$ cat src/common/decode_pkg.sv
// Decode stage shared widths, opcodes, operation codes and decoded-instruction type
package decode_pkg;

    localparam int xlen          = 32;
    localparam int num_warps     = 4;
    localparam int wid_w         = $clog2(num_warps);
    localparam int num_threads   = 4; // Also the thread mask width
    localparam int nr_bits       = 5;
    localparam int csr_addr_bits = 12;
    localparam int op_bits       = 4;
    localparam int mod_bits      = 3;

    // RV32 major opcodes
    localparam logic [6:0] opc_i     = 7'b0010011;
    localparam logic [6:0] opc_r     = 7'b0110011;
    localparam logic [6:0] opc_lui   = 7'b0110111;
    localparam logic [6:0] opc_auipc = 7'b0010111;
    localparam logic [6:0] opc_jal   = 7'b1101111;
    localparam logic [6:0] opc_jalr  = 7'b1100111;
    localparam logic [6:0] opc_b     = 7'b1100011;
    localparam logic [6:0] opc_l     = 7'b0000011;
    localparam logic [6:0] opc_s     = 7'b0100011;
    localparam logic [6:0] opc_fence = 7'b0001111;
    localparam logic [6:0] opc_sys   = 7'b1110011;

    typedef enum logic [1:0] {
        EX_ALU = 2'd0,
        EX_LSU = 2'd1,
        EX_SFU = 2'd2
    } ex_type_e;

    // ALU operations
    localparam logic [op_bits-1:0] alu_add   = 4'b0000;
    localparam logic [op_bits-1:0] alu_lui   = 4'b0010;
    localparam logic [op_bits-1:0] alu_auipc = 4'b0011;
    localparam logic [op_bits-1:0] alu_sltu  = 4'b0100;
    localparam logic [op_bits-1:0] alu_slt   = 4'b0101;
    localparam logic [op_bits-1:0] alu_srl   = 4'b1000;
    localparam logic [op_bits-1:0] alu_sra   = 4'b1001;
    localparam logic [op_bits-1:0] alu_sub   = 4'b1011;
    localparam logic [op_bits-1:0] alu_and   = 4'b1100;
    localparam logic [op_bits-1:0] alu_or    = 4'b1101;
    localparam logic [op_bits-1:0] alu_xor   = 4'b1110;
    localparam logic [op_bits-1:0] alu_sll   = 4'b1111;

    // Branch, jump and system operations
    localparam logic [op_bits-1:0] br_eq     = 4'b0000;
    localparam logic [op_bits-1:0] br_ne     = 4'b0010;
    localparam logic [op_bits-1:0] br_ltu    = 4'b0100;
    localparam logic [op_bits-1:0] br_lt     = 4'b0101;
    localparam logic [op_bits-1:0] br_geu    = 4'b0110;
    localparam logic [op_bits-1:0] br_ge     = 4'b0111;
    localparam logic [op_bits-1:0] br_jal    = 4'b1000;
    localparam logic [op_bits-1:0] br_jalr   = 4'b1001;
    localparam logic [op_bits-1:0] br_ecall  = 4'b1010;
    localparam logic [op_bits-1:0] br_ebreak = 4'b1011;
    localparam logic [op_bits-1:0] br_uret   = 4'b1100;
    localparam logic [op_bits-1:0] br_sret   = 4'b1101;
    localparam logic [op_bits-1:0] br_mret   = 4'b1110;

    // Multiply and divide, same order as func3
    localparam logic [op_bits-1:0] m_mul    = 4'd0;
    localparam logic [op_bits-1:0] m_mulh   = 4'd1;
    localparam logic [op_bits-1:0] m_mulhsu = 4'd2;
    localparam logic [op_bits-1:0] m_mulhu  = 4'd3;
    localparam logic [op_bits-1:0] m_div    = 4'd4;
    localparam logic [op_bits-1:0] m_divu   = 4'd5;
    localparam logic [op_bits-1:0] m_rem    = 4'd6;
    localparam logic [op_bits-1:0] m_remu   = 4'd7;

    localparam logic [op_bits-1:0] lsu_fence = 4'd15;

    typedef enum logic [2:0] {
        IMM_I, IMM_S, IMM_B, IMM_U, IMM_J, IMM_CSR, IMM_FOUR, IMM_NONE
    } imm_fmt_e;

    typedef struct packed {
        ex_type_e              ex_type;
        logic [op_bits-1:0]    op_type;
        logic [mod_bits-1:0]   op_mod;
        logic                  use_pc;
        logic                  use_imm;
        logic                  wb;
        logic [nr_bits-1:0]    rd;
        logic [nr_bits-1:0]    rs1;
        logic [nr_bits-1:0]    rs2;
        logic [xlen-1:0]       imm;
    } uop_t;

endpackage

$ cat src/common/uop_if.sv
// Decoded instruction channel with valid/ready handshake
`timescale 1ns/1ps

interface uop_if;
    import decode_pkg::*;

    logic                   valid;
    logic                   ready;
    logic [wid_w-1:0]       wid;
    logic [xlen-1:0]        pc;
    logic [num_threads-1:0] tmask;
    uop_t                   uop;

    modport producer (
        output valid,
        output wid,
        output pc,
        output tmask,
        output uop,
        input  ready
    );

    modport consumer (
        input  valid,
        input  wid,
        input  pc,
        input  tmask,
        input  uop,
        output ready
    );

endinterface

$ cat src/hw/decode/func_decoder.sv
// Operation lookup tables for ALU, branch, multiply/divide and system instructions
`timescale 1ns/1ps

module func_decoder (
    input  logic [31:0] instr,
    output logic [3:0]  alu_op,
    output logic [3:0]  br_op,
    output logic [3:0]  m_op,
    output logic [3:0]  sys_op
);
    import decode_pkg::*;

    logic [2:0]  func3;
    logic        alt;    // func7 bit 5
    logic        is_op;
    logic [11:0] sys_field;

    assign func3     = instr[14:12];
    assign alt       = instr[30];
    assign is_op     = (instr[6:0] == opc_r);
    assign sys_field = instr[31:20];

    always_comb begin
        case (func3)
            3'h0: alu_op = (is_op && alt) ? alu_sub : alu_add;
            3'h1: alu_op = alu_sll;
            3'h2: alu_op = alu_slt;
            3'h3: alu_op = alu_sltu;
            3'h4: alu_op = alu_xor;
            3'h5: alu_op = alt ? alu_sra : alu_srl;
            3'h6: alu_op = alu_or;
            default: alu_op = alu_and;
        endcase
    end

    always_comb begin
        case (func3)
            3'h1: br_op = br_ne;
            3'h4: br_op = br_lt;
            3'h5: br_op = br_ge;
            3'h6: br_op = br_ltu;
            3'h7: br_op = br_geu;
            default: br_op = br_eq; // 2 and 3 are reserved
        endcase
    end

    assign m_op = {1'b0, func3}; // m_mul .. m_remu follow func3

    always_comb begin
        case (sys_field)
            12'h001: sys_op = br_ebreak;
            12'h002: sys_op = br_uret;
            12'h102: sys_op = br_sret;
            12'h302: sys_op = br_mret;
            default: sys_op = br_ecall;
        endcase
    end

endmodule

$ cat src/hw/decode/imm_gen.sv
// Immediate builder, sign-extends each RISC-V immediate format to 32 bits
`timescale 1ns/1ps

module imm_gen (
    input  logic [31:0]          instr,
    input  decode_pkg::imm_fmt_e fmt,
    output logic [31:0]          imm
);
    import decode_pkg::*;

    logic        is_shift;
    logic [11:0] i_imm;
    logic [11:0] s_imm;
    logic [12:0] b_imm;
    logic [20:0] j_imm;

    // SLLI, SRLI, SRAI
    assign is_shift = (instr[6:0] == opc_i) && instr[12] && !instr[13];

    assign i_imm = instr[31:20];
    assign s_imm = {instr[31:25], instr[11:7]};
    assign b_imm = {instr[31], instr[7], instr[30:25], instr[11:8], 1'b0};
    assign j_imm = {instr[31], instr[19:12], instr[20], instr[30:21], 1'b0};

    always_comb begin
        case (fmt)
            IMM_I: begin
                if (is_shift)
                    imm = {{(xlen-nr_bits){1'b0}}, instr[24:20]};
                else
                    imm = {{(xlen-12){i_imm[11]}}, i_imm};
            end
            IMM_S:    imm = {{(xlen-12){s_imm[11]}}, s_imm};
            IMM_B:    imm = {{(xlen-13){b_imm[12]}}, b_imm};
            IMM_U:    imm = {instr[31:12], 12'b0};
            IMM_J:    imm = {{(xlen-21){j_imm[20]}}, j_imm};
            IMM_CSR:  imm = {{(xlen-csr_addr_bits-nr_bits){1'b0}}, instr[19:15], instr[31:20]};
            IMM_FOUR: imm = 32'd4;
            default:  imm = '0;
        endcase
    end

endmodule

$ cat src/hw/decode/op_decoder.sv
// Main opcode decoder, builds the decoded instruction and the warp stall strobe
`timescale 1ns/1ps

module op_decoder (
    input  logic                               fetch_valid,
    output logic                               fetch_ready,
    input  logic [31:0]                        fetch_instr,
    input  logic [decode_pkg::xlen-1:0]        fetch_pc,
    input  logic [decode_pkg::wid_w-1:0]       fetch_wid,
    input  logic [decode_pkg::num_threads-1:0] fetch_tmask,
    input  logic [3:0]                         alu_op,
    input  logic [3:0]                         br_op,
    input  logic [3:0]                         m_op,
    input  logic [3:0]                         sys_op,
    input  logic [31:0]                        imm,
    output decode_pkg::imm_fmt_e               fmt,
    output logic                               sched_valid,
    output logic [decode_pkg::wid_w-1:0]       sched_wid,
    output logic                               sched_wstall,
    uop_if.producer                            out
);
    import decode_pkg::*;

    logic [6:0]         opcode;
    logic [2:0]         func3;
    logic               m_ext;
    logic [nr_bits-1:0] rd;
    logic [nr_bits-1:0] rs1;
    logic [nr_bits-1:0] rs2;
    logic               use_rd;
    logic               use_rs1;
    logic               use_rs2;
    logic               is_wstall;
    uop_t               uop;

    assign opcode = fetch_instr[6:0];
    assign func3  = fetch_instr[14:12];
    assign m_ext  = fetch_instr[25]; // func7 bit 0
    assign rd     = fetch_instr[11:7];
    assign rs1    = fetch_instr[19:15];
    assign rs2    = fetch_instr[24:20];

    always_comb begin
        uop       = '0;
        uop.ex_type = EX_ALU;
        use_rd    = 1'b0;
        use_rs1   = 1'b0;
        use_rs2   = 1'b0;
        is_wstall = 1'b0;
        fmt       = IMM_NONE;

        case (opcode)
            opc_i: begin
                uop.op_type = alu_op;
                uop.use_imm = 1'b1;
                fmt         = IMM_I;
                use_rd      = 1'b1;
                use_rs1     = 1'b1;
            end
            opc_r: begin
                if (m_ext) begin
                    uop.op_type   = m_op;
                    uop.op_mod[1] = 1'b1;
                end else begin
                    uop.op_type = alu_op;
                end
                use_rd  = 1'b1;
                use_rs1 = 1'b1;
                use_rs2 = 1'b1;
            end
            opc_lui, opc_auipc: begin
                uop.op_type = opcode[5] ? alu_lui : alu_auipc;
                uop.use_pc  = !opcode[5];
                uop.use_imm = 1'b1;
                fmt         = IMM_U;
                use_rd      = 1'b1;
            end
            opc_jal: begin
                uop.op_type   = br_jal;
                uop.op_mod[0] = 1'b1;
                uop.use_pc    = 1'b1;
                uop.use_imm   = 1'b1;
                fmt           = IMM_J;
                use_rd        = 1'b1;
                is_wstall     = 1'b1;
            end
            opc_jalr: begin
                uop.op_type   = br_jalr;
                uop.op_mod[0] = 1'b1;
                uop.use_imm   = 1'b1;
                fmt           = IMM_I;
                use_rd        = 1'b1;
                use_rs1       = 1'b1;
                is_wstall     = 1'b1;
            end
            opc_b: begin
                uop.op_type   = br_op;
                uop.op_mod[0] = 1'b1;
                uop.use_pc    = 1'b1;
                uop.use_imm   = 1'b1;
                fmt           = IMM_B;
                use_rs1       = 1'b1;
                use_rs2       = 1'b1;
                is_wstall     = 1'b1;
            end
            opc_l: begin
                uop.ex_type = EX_LSU;
                uop.op_type = {1'b0, func3};
                uop.use_imm = 1'b1;
                fmt         = IMM_I;
                use_rd      = 1'b1;
                use_rs1     = 1'b1;
            end
            opc_s: begin
                uop.ex_type = EX_LSU;
                uop.op_type = {1'b1, func3};
                uop.use_imm = 1'b1;
                fmt         = IMM_S;
                use_rs1     = 1'b1;
                use_rs2     = 1'b1;
            end
            opc_fence: begin
                uop.ex_type = EX_LSU;
                uop.op_type = lsu_fence;
            end
            opc_sys: begin
                is_wstall = 1'b1;
                use_rd    = 1'b1;
                if (func3[1:0] != 2'b00) begin // CSR access
                    uop.ex_type = EX_SFU;
                    uop.op_type = {2'b00, func3[1:0]};
                    uop.use_imm = func3[2];
                    fmt         = IMM_CSR;
                    use_rs1     = !func3[2];
                end else begin
                    uop.op_type   = sys_op;
                    uop.op_mod[0] = 1'b1;
                    uop.use_pc    = 1'b1;
                    uop.use_imm   = 1'b1;
                    fmt           = IMM_FOUR; // Return address offset
                end
            end
            default: ;
        endcase

        uop.rd  = use_rd  ? rd  : '0;
        uop.rs1 = use_rs1 ? rs1 : '0;
        uop.rs2 = use_rs2 ? rs2 : '0;
        uop.wb  = use_rd && (rd != '0); // No write to x0
        uop.imm = imm;
    end

    assign out.valid = fetch_valid;
    assign out.wid   = fetch_wid;
    assign out.pc    = fetch_pc;
    assign out.tmask = fetch_tmask;
    assign out.uop   = uop;

    assign fetch_ready  = out.ready;
    assign sched_valid  = fetch_valid && out.ready;
    assign sched_wid    = fetch_wid;
    assign sched_wstall = is_wstall;

endmodule

$ cat src/hw/decode_buffer.sv
// One-entry registered output stage with valid/ready handshake
`timescale 1ns/1ps

module decode_buffer (
    input  logic                               clk,
    input  logic                               rst_n,
    uop_if.consumer                            in,
    output logic                               dec_valid,
    input  logic                               dec_ready,
    output logic [decode_pkg::wid_w-1:0]       dec_wid,
    output logic [decode_pkg::xlen-1:0]        dec_pc,
    output logic [decode_pkg::num_threads-1:0] dec_tmask,
    output decode_pkg::uop_t                   dec_uop
);

    logic valid_q;
    logic load;

    // Empty or draining this cycle
    assign in.ready = !valid_q || dec_ready;
    assign load     = in.valid && in.ready;

    always_ff @(posedge clk) begin
        if (!rst_n) begin
            valid_q <= 1'b0;
        end else if (in.ready) begin
            valid_q <= in.valid;
        end
    end

    always_ff @(posedge clk) begin
        if (load) begin
            dec_wid   <= in.wid;
            dec_pc    <= in.pc;
            dec_tmask <= in.tmask;
            dec_uop   <= in.uop;
        end
    end

    assign dec_valid = valid_q;

endmodule

$ cat src/hw/decode_top.sv
// Instruction decode stage top, fetch in, decoded uop out, scheduler stall strobe
`timescale 1ns/1ps

module decode_top (
    input  logic                               clk,
    input  logic                               rst_n,

    input  logic                               fetch_valid,
    output logic                               fetch_ready,
    input  logic [31:0]                        fetch_instr,
    input  logic [decode_pkg::xlen-1:0]        fetch_pc,
    input  logic [decode_pkg::wid_w-1:0]       fetch_wid,
    input  logic [decode_pkg::num_threads-1:0] fetch_tmask,

    output logic                               dec_valid,
    input  logic                               dec_ready,
    output logic [decode_pkg::wid_w-1:0]       dec_wid,
    output logic [decode_pkg::xlen-1:0]        dec_pc,
    output logic [decode_pkg::num_threads-1:0] dec_tmask,
    output decode_pkg::uop_t                   dec_uop,

    output logic                               sched_valid,
    output logic [decode_pkg::wid_w-1:0]       sched_wid,
    output logic                               sched_wstall
);
    import decode_pkg::*;

    logic [3:0]  alu_op;
    logic [3:0]  br_op;
    logic [3:0]  m_op;
    logic [3:0]  sys_op;
    logic [31:0] imm;
    imm_fmt_e    fmt;

    uop_if dec_if ();

    func_decoder u_func_decoder (
        .instr  (fetch_instr),
        .alu_op (alu_op),
        .br_op  (br_op),
        .m_op   (m_op),
        .sys_op (sys_op)
    );

    imm_gen u_imm_gen (
        .instr (fetch_instr),
        .fmt   (fmt),
        .imm   (imm)
    );

    op_decoder u_op_decoder (
        .fetch_valid  (fetch_valid),
        .fetch_ready  (fetch_ready),
        .fetch_instr  (fetch_instr),
        .fetch_pc     (fetch_pc),
        .fetch_wid    (fetch_wid),
        .fetch_tmask  (fetch_tmask),
        .alu_op       (alu_op),
        .br_op        (br_op),
        .m_op         (m_op),
        .sys_op       (sys_op),
        .imm          (imm),
        .fmt          (fmt),
        .sched_valid  (sched_valid),
        .sched_wid    (sched_wid),
        .sched_wstall (sched_wstall),
        .out          (dec_if.producer)
    );

    decode_buffer u_decode_buffer (
        .clk       (clk),
        .rst_n     (rst_n),
        .in        (dec_if.consumer),
        .dec_valid (dec_valid),
        .dec_ready (dec_ready),
        .dec_wid   (dec_wid),
        .dec_pc    (dec_pc),
        .dec_tmask (dec_tmask),
        .dec_uop   (dec_uop)
    );

endmodule

$ cat config.mk
export PLATFORM = sky130hd
export DESIGN_NAME = decode_top
export DESIGN_NICKNAME = d
export VERILOG_FILES = /design/src/common/decode_pkg.sv /design/src/common/uop_if.sv /design/src/hw/decode/func_decoder.sv /design/src/hw/decode/imm_gen.sv /design/src/hw/decode/op_decoder.sv /design/src/hw/decode_buffer.sv /design/src/hw/decode_top.sv
export SDC_FILE = /design/constraint.sdc
export NUM_CORES = 1
export LEC_CHECK = 0
export BUFFER_PORTS_ARGS = -buffer_cell sky130_fd_sc_hd__buf_2
export CAP_MARGIN = 20
export CORE_MARGIN = 2
export CORE_UTILIZATION = 45
export CTS_BUF_LIST = sky130_fd_sc_hd__clkbuf_4
export CTS_CLUSTER_SIZE = 8
export DETAILED_ROUTE_END_ITERATION = 16
export PLACE_DENSITY = 0.76
export SLEW_MARGIN = 20
export SYNTH_ARGS = -nofsm -noshare
export SYNTH_HDL_FRONTEND = slang
export SYNTH_SLANG_ARGS = --single-unit
$ cat constraint.sdc
create_clock -name clk -period 5.7 [get_ports clk]
set_input_delay 0.855 -clock clk [delete_from_list [all_inputs] [get_ports clk]]
set_output_delay 0.855 -clock clk [all_outputs]
set_load 0.01 [all_outputs]
==> reports/metrics.yaml <==
run_status:
  outcome: "finished, final reports clean"
timing:
  clock_skew_ns: 0.0261
  worst_slew_margin_rel: 0.518
  timing.final.max_slew_violations: 0
  setup-violations-final: 0
  final_min_period_ns: 2.81
  final.period_utilization: 0.493
  max_slew.worst_pin.slew_ns: 0.722
  setup_repair_after_global_routing_missed_its_margin: "false"
  minimum_setup_slack_in_the_final_design_ns: 2.89
  final.setup.tns_ns: 0
  fmax_mhz: 356
  hold_violations: 0
power_and_ir_drop:
  power-per-cell-area_nw_per_um2: 252
  seq_pwr_share: 0.619
  internal-power_uw: 994
  p_sw_frac: 0.267
  power_leakage_uw: 0.00233
  netSwitchingPower_uw: 362
  pwr-share-comb: 0.129
  irDropWorstVdd_mv: 0.113
  power_frac_clock: 0.253
logic_synthesis:
  syn-num-nets: 399
  netlist.area_leader.share: 0.674
  synth_seq_cells: 97
  synth_seq_area_share: 0.678
  synth.cell_area_um2: 4280
  share_of_async_settable_or_async_resettable_flops_after_synthesis: 0
  synthDistinctLibCells: 54
  synth_largest_area_cell: "sky130_fd_sc_hd__edfxtp_1"
  post_synth_inst_count: 325
  synth_flop_type: "sky130_fd_sc_hd__edfxtp_1"
  synth.avg_cell_area_um2: 13.2
  yosys_warnings: 0
  synth.area.top_cells: "sky130_fd_sc_hd__edfxtp_1 67%, sky130_fd_sc_hd__and2_1 2.9%, sky130_fd_sc_hd__a21o_1 2.5%, sky130_fd_sc_hd__nand3_1 2.1%, sky130_fd_sc_hd__nand2_1 2.1%"
  synth_edf_count: 96
worst_setup_path:
  critPathSlowestCell: "sky130_fd_sc_hd__mux2_2"
  worst_setup_path_end_kind: "primary output"
  crit_chain: "buf_2 > mux2_2 > nor3_1 > buf_2"
  critPathMaxStageDelay_ns: 0.41
  path_common_cell: "sky130_fd_sc_hd__buf_2"
  critical_path.top_delay_family: "buffers and inverters"
  ff2ff_setup_slack_ns: 3.67
  cp.buffers_inverters: 2
  setup.worst_path.class: "input pin to primary output"
  crit_fanout: 15
  critical_path_required_ns: 4.85
  worst-endpoint-arrival_ns: 1.96
  startpoint_type_of_the_worst_setup_path: "input pin"
placed_design:
  gpl.final_weighted_congestion: 0.856
  place_ws_ns: 2.60
  portBuffers: 175
  dp_hpwl_um: 8180
drt:
  route.detailed.vias_per_inst: 5.35
  violation_count_after_the_first_detailed_route_iteration: 206
  count_of_vias_placed_by_the_detailed_router: 3365
  wirelength_um: 10900
  drc_errors_left: 0
  postRouteAntennaNets: 0
  route.detailed.wl_per_inst_um: 17.3
  firstDrtPassIters: 5
grt:
  grt_overflow_total: 0
  first_pass_grt_wire_length_um: 16200
  pin_count_of_the_biggest_net_entering_global_routing: 55
  number_of_antenna_violations_at_the_first_check_in_global_routing: 0
  first_global_vias: 3121
  grt_use_total: 0.207
final_layout:
  diodes_inserted: 0
  final_net_count: 569
  filler_cells_inserted: 780
  area_growth_pct: 25.8
  fraction_of_layout_instances_using_a_drive_strength_above_1: 0.402
clocking:
  cts-resized-gates: 0
  tritoncts_clock_tree: "yes"
  cts_htree_levels: 3
  clkSinkCount: 97
  clkTransAtPathRegs_ns: 0.17
  maximum_root_to_sink_buffer_count: 2
  worst_skew_pair.late_latency_ns: 0.44
  cts_made_buffers: 9
  postCtsSetupBuffers: 0
  buffer_cell_driving_the_clock_tree_root: "sky130_fd_sc_hd__clkbuf_4"
  holdBufCountCts: 0
run:
  max_cap_viol_count: 0
floorplan:
  floorplan.initialDensity: 0.463
  rows: 35
  core_um2: 9240
  die-width_um: 102
  dieArea_um2: 10300
  io_pins: 177
  die_height_um: 102
hold_path:
  hold_class: "input pin to flop"
-- worst paths after layout --
| path | startpoint | cells after the start | to |
|---|---|---|---|
| worst max-delay path | fetch_instr[2] | 4 | sched_wstall |
| worst min-delay path | fetch_pc[2] | 1 | u_decode_buffer.dec_pc[2] |
| worst max register to register | u_decode_buffer.dec_valid | 3 | u_decode_buffer.dec_pc[31] |
| worst min register to register | u_decode_buffer.dec_valid | 2 | u_decode_buffer.dec_valid |
-- state kept, by name, indices dropped and copies added, names as in the netlist --
signal and cells:
u_decode_buffer.dec_pc 32, u_decode_buffer.dec_tmask 4, u_decode_buffer.dec_uop 58, u_decode_buffer.dec_valid 1, u_decode_buffer.dec_wid 2
-- cells in the final DEF (no fill, tap or decap), drive strengths merged, types with 3 or more instances in the layout --
cell type and count:
a21o 14, nor2b 6, a22oi 6, nor2 20
clkbuf 9, o21bai 4, nand4 3, edfxtp 96
o211ai 3, a22o 3, nor3 7, nand2 24
nand3 19, inv 12, nor4 3, a21oi 12
or3 3, and2 21, buf 176, o21ai 14
a211oi 3, a31oi 3, clkinv 3
-- power groups by stage --
stage          registers (uW)  clock network, uW  logic (uW)
4_1_cts                   840                356         175
5_1_grt                   843                373         192
6_report                  839                342         174
3_3_place_gp              855                  0         173
3_5_place_dp              856                  0         175
2_1_floorplan             882                  0        61.7
-- Yosys cell counts, types with 2 or more instances --
library cell,number
sky130_fd_sc_hd__o21bai_1,4
sky130_fd_sc_hd__a22oi_1,6
sky130_fd_sc_hd__nand4_1,3
sky130_fd_sc_hd__nor4_1,2
sky130_fd_sc_hd__o21a_1,2
sky130_fd_sc_hd__o21ai_0,14
sky130_fd_sc_hd__edfxtp_1,96
sky130_fd_sc_hd__buf_4,4
sky130_fd_sc_hd__and3b_1,2
sky130_fd_sc_hd__o211ai_1,3
sky130_fd_sc_hd__a21o_1,14
sky130_fd_sc_hd__nor2b_1,6
sky130_fd_sc_hd__inv_1,9
sky130_fd_sc_hd__a211oi_1,3
sky130_fd_sc_hd__and3_1,2
sky130_fd_sc_hd__a21oi_1,12
sky130_fd_sc_hd__a22o_1,3
sky130_fd_sc_hd__a21boi_0,2
sky130_fd_sc_hd__a211o_1,2
sky130_fd_sc_hd__or4_1,2
sky130_fd_sc_hd__nand2_1,24
sky130_fd_sc_hd__nor2_1,19
sky130_fd_sc_hd__nand4b_1,2
sky130_fd_sc_hd__nand2b_1,2
sky130_fd_sc_hd__nand3_1,18
sky130_fd_sc_hd__and2_1,20
sky130_fd_sc_hd__a31oi_1,3
sky130_fd_sc_hd__nor3_1,7
sky130_fd_sc_hd__or3_1,3
sky130_fd_sc_hd__clkbuf_1,7
sky130_fd_sc_hd__buf_2,6
-- kinds of logic (layout without fill, tap and decap cells) --
family	count (synthesis)	in the layout	share of synthesized area
multiplexers	1	1	0.00263
AO/OA/AOI/OAI	79	79	0.135
other	1	1	0.000876
AND/OR/NAND/NOR	121	121	0.155
flip-flops	97	97	0.678
buffers and inverters	26	201	0.0281
-- area by class of cell --
cell class / count / area [um^2] / share of cell area
Clock buffer: 9 / 67.6 / 0.0125
Clock inverter: 7 / 65.1 / 0.0121
Inverter: 9 / 33.8 / 0.00627
Multi-Input combinational cell: 202 / 1270 / 0.236
Sequential cell: 97 / 2900 / 0.539
Tap cell: 129 / 161 / 0.0300
Timing Repair Buffer: 176 / 883 / 0.164
-- routing by layer --
metal | track usage | up-vias | part of all wire
met5 | 0 | - | 0
met1 | 0.254 | 1611 | 0.39
met4 | 0.0717 | 0 | 0.016
met3 | 0.0518 | 15 | 0.085
li1 | - | 1574 | -
met2 | 0.354 | 165 | 0.51
-- metrics by stage --
| stage | instances | util | area (um^2) | total power, uW | hold WS [ns] |
|---|---|---|---|---|---|
| 5_1_grt | 629 | 0.583 | 5380 | 1410 | 0.534 |
| 6_report | 629 | 0.583 | 5380 | 1360 | 0.568 |
| 2_1_floorplan | 325 | - | 4280 | 944 | 0.610 |
| 3_5_place_dp | 613 | 0.567 | 5240 | 1030 | 0.548 |
| 3_3_place_gp | 613 | 0.567 | 5240 | 1030 | 0.517 |
| 4_1_cts | 629 | 0.581 | 5370 | 1370 | 0.543 |
Power figures use the tool's default switching activity.
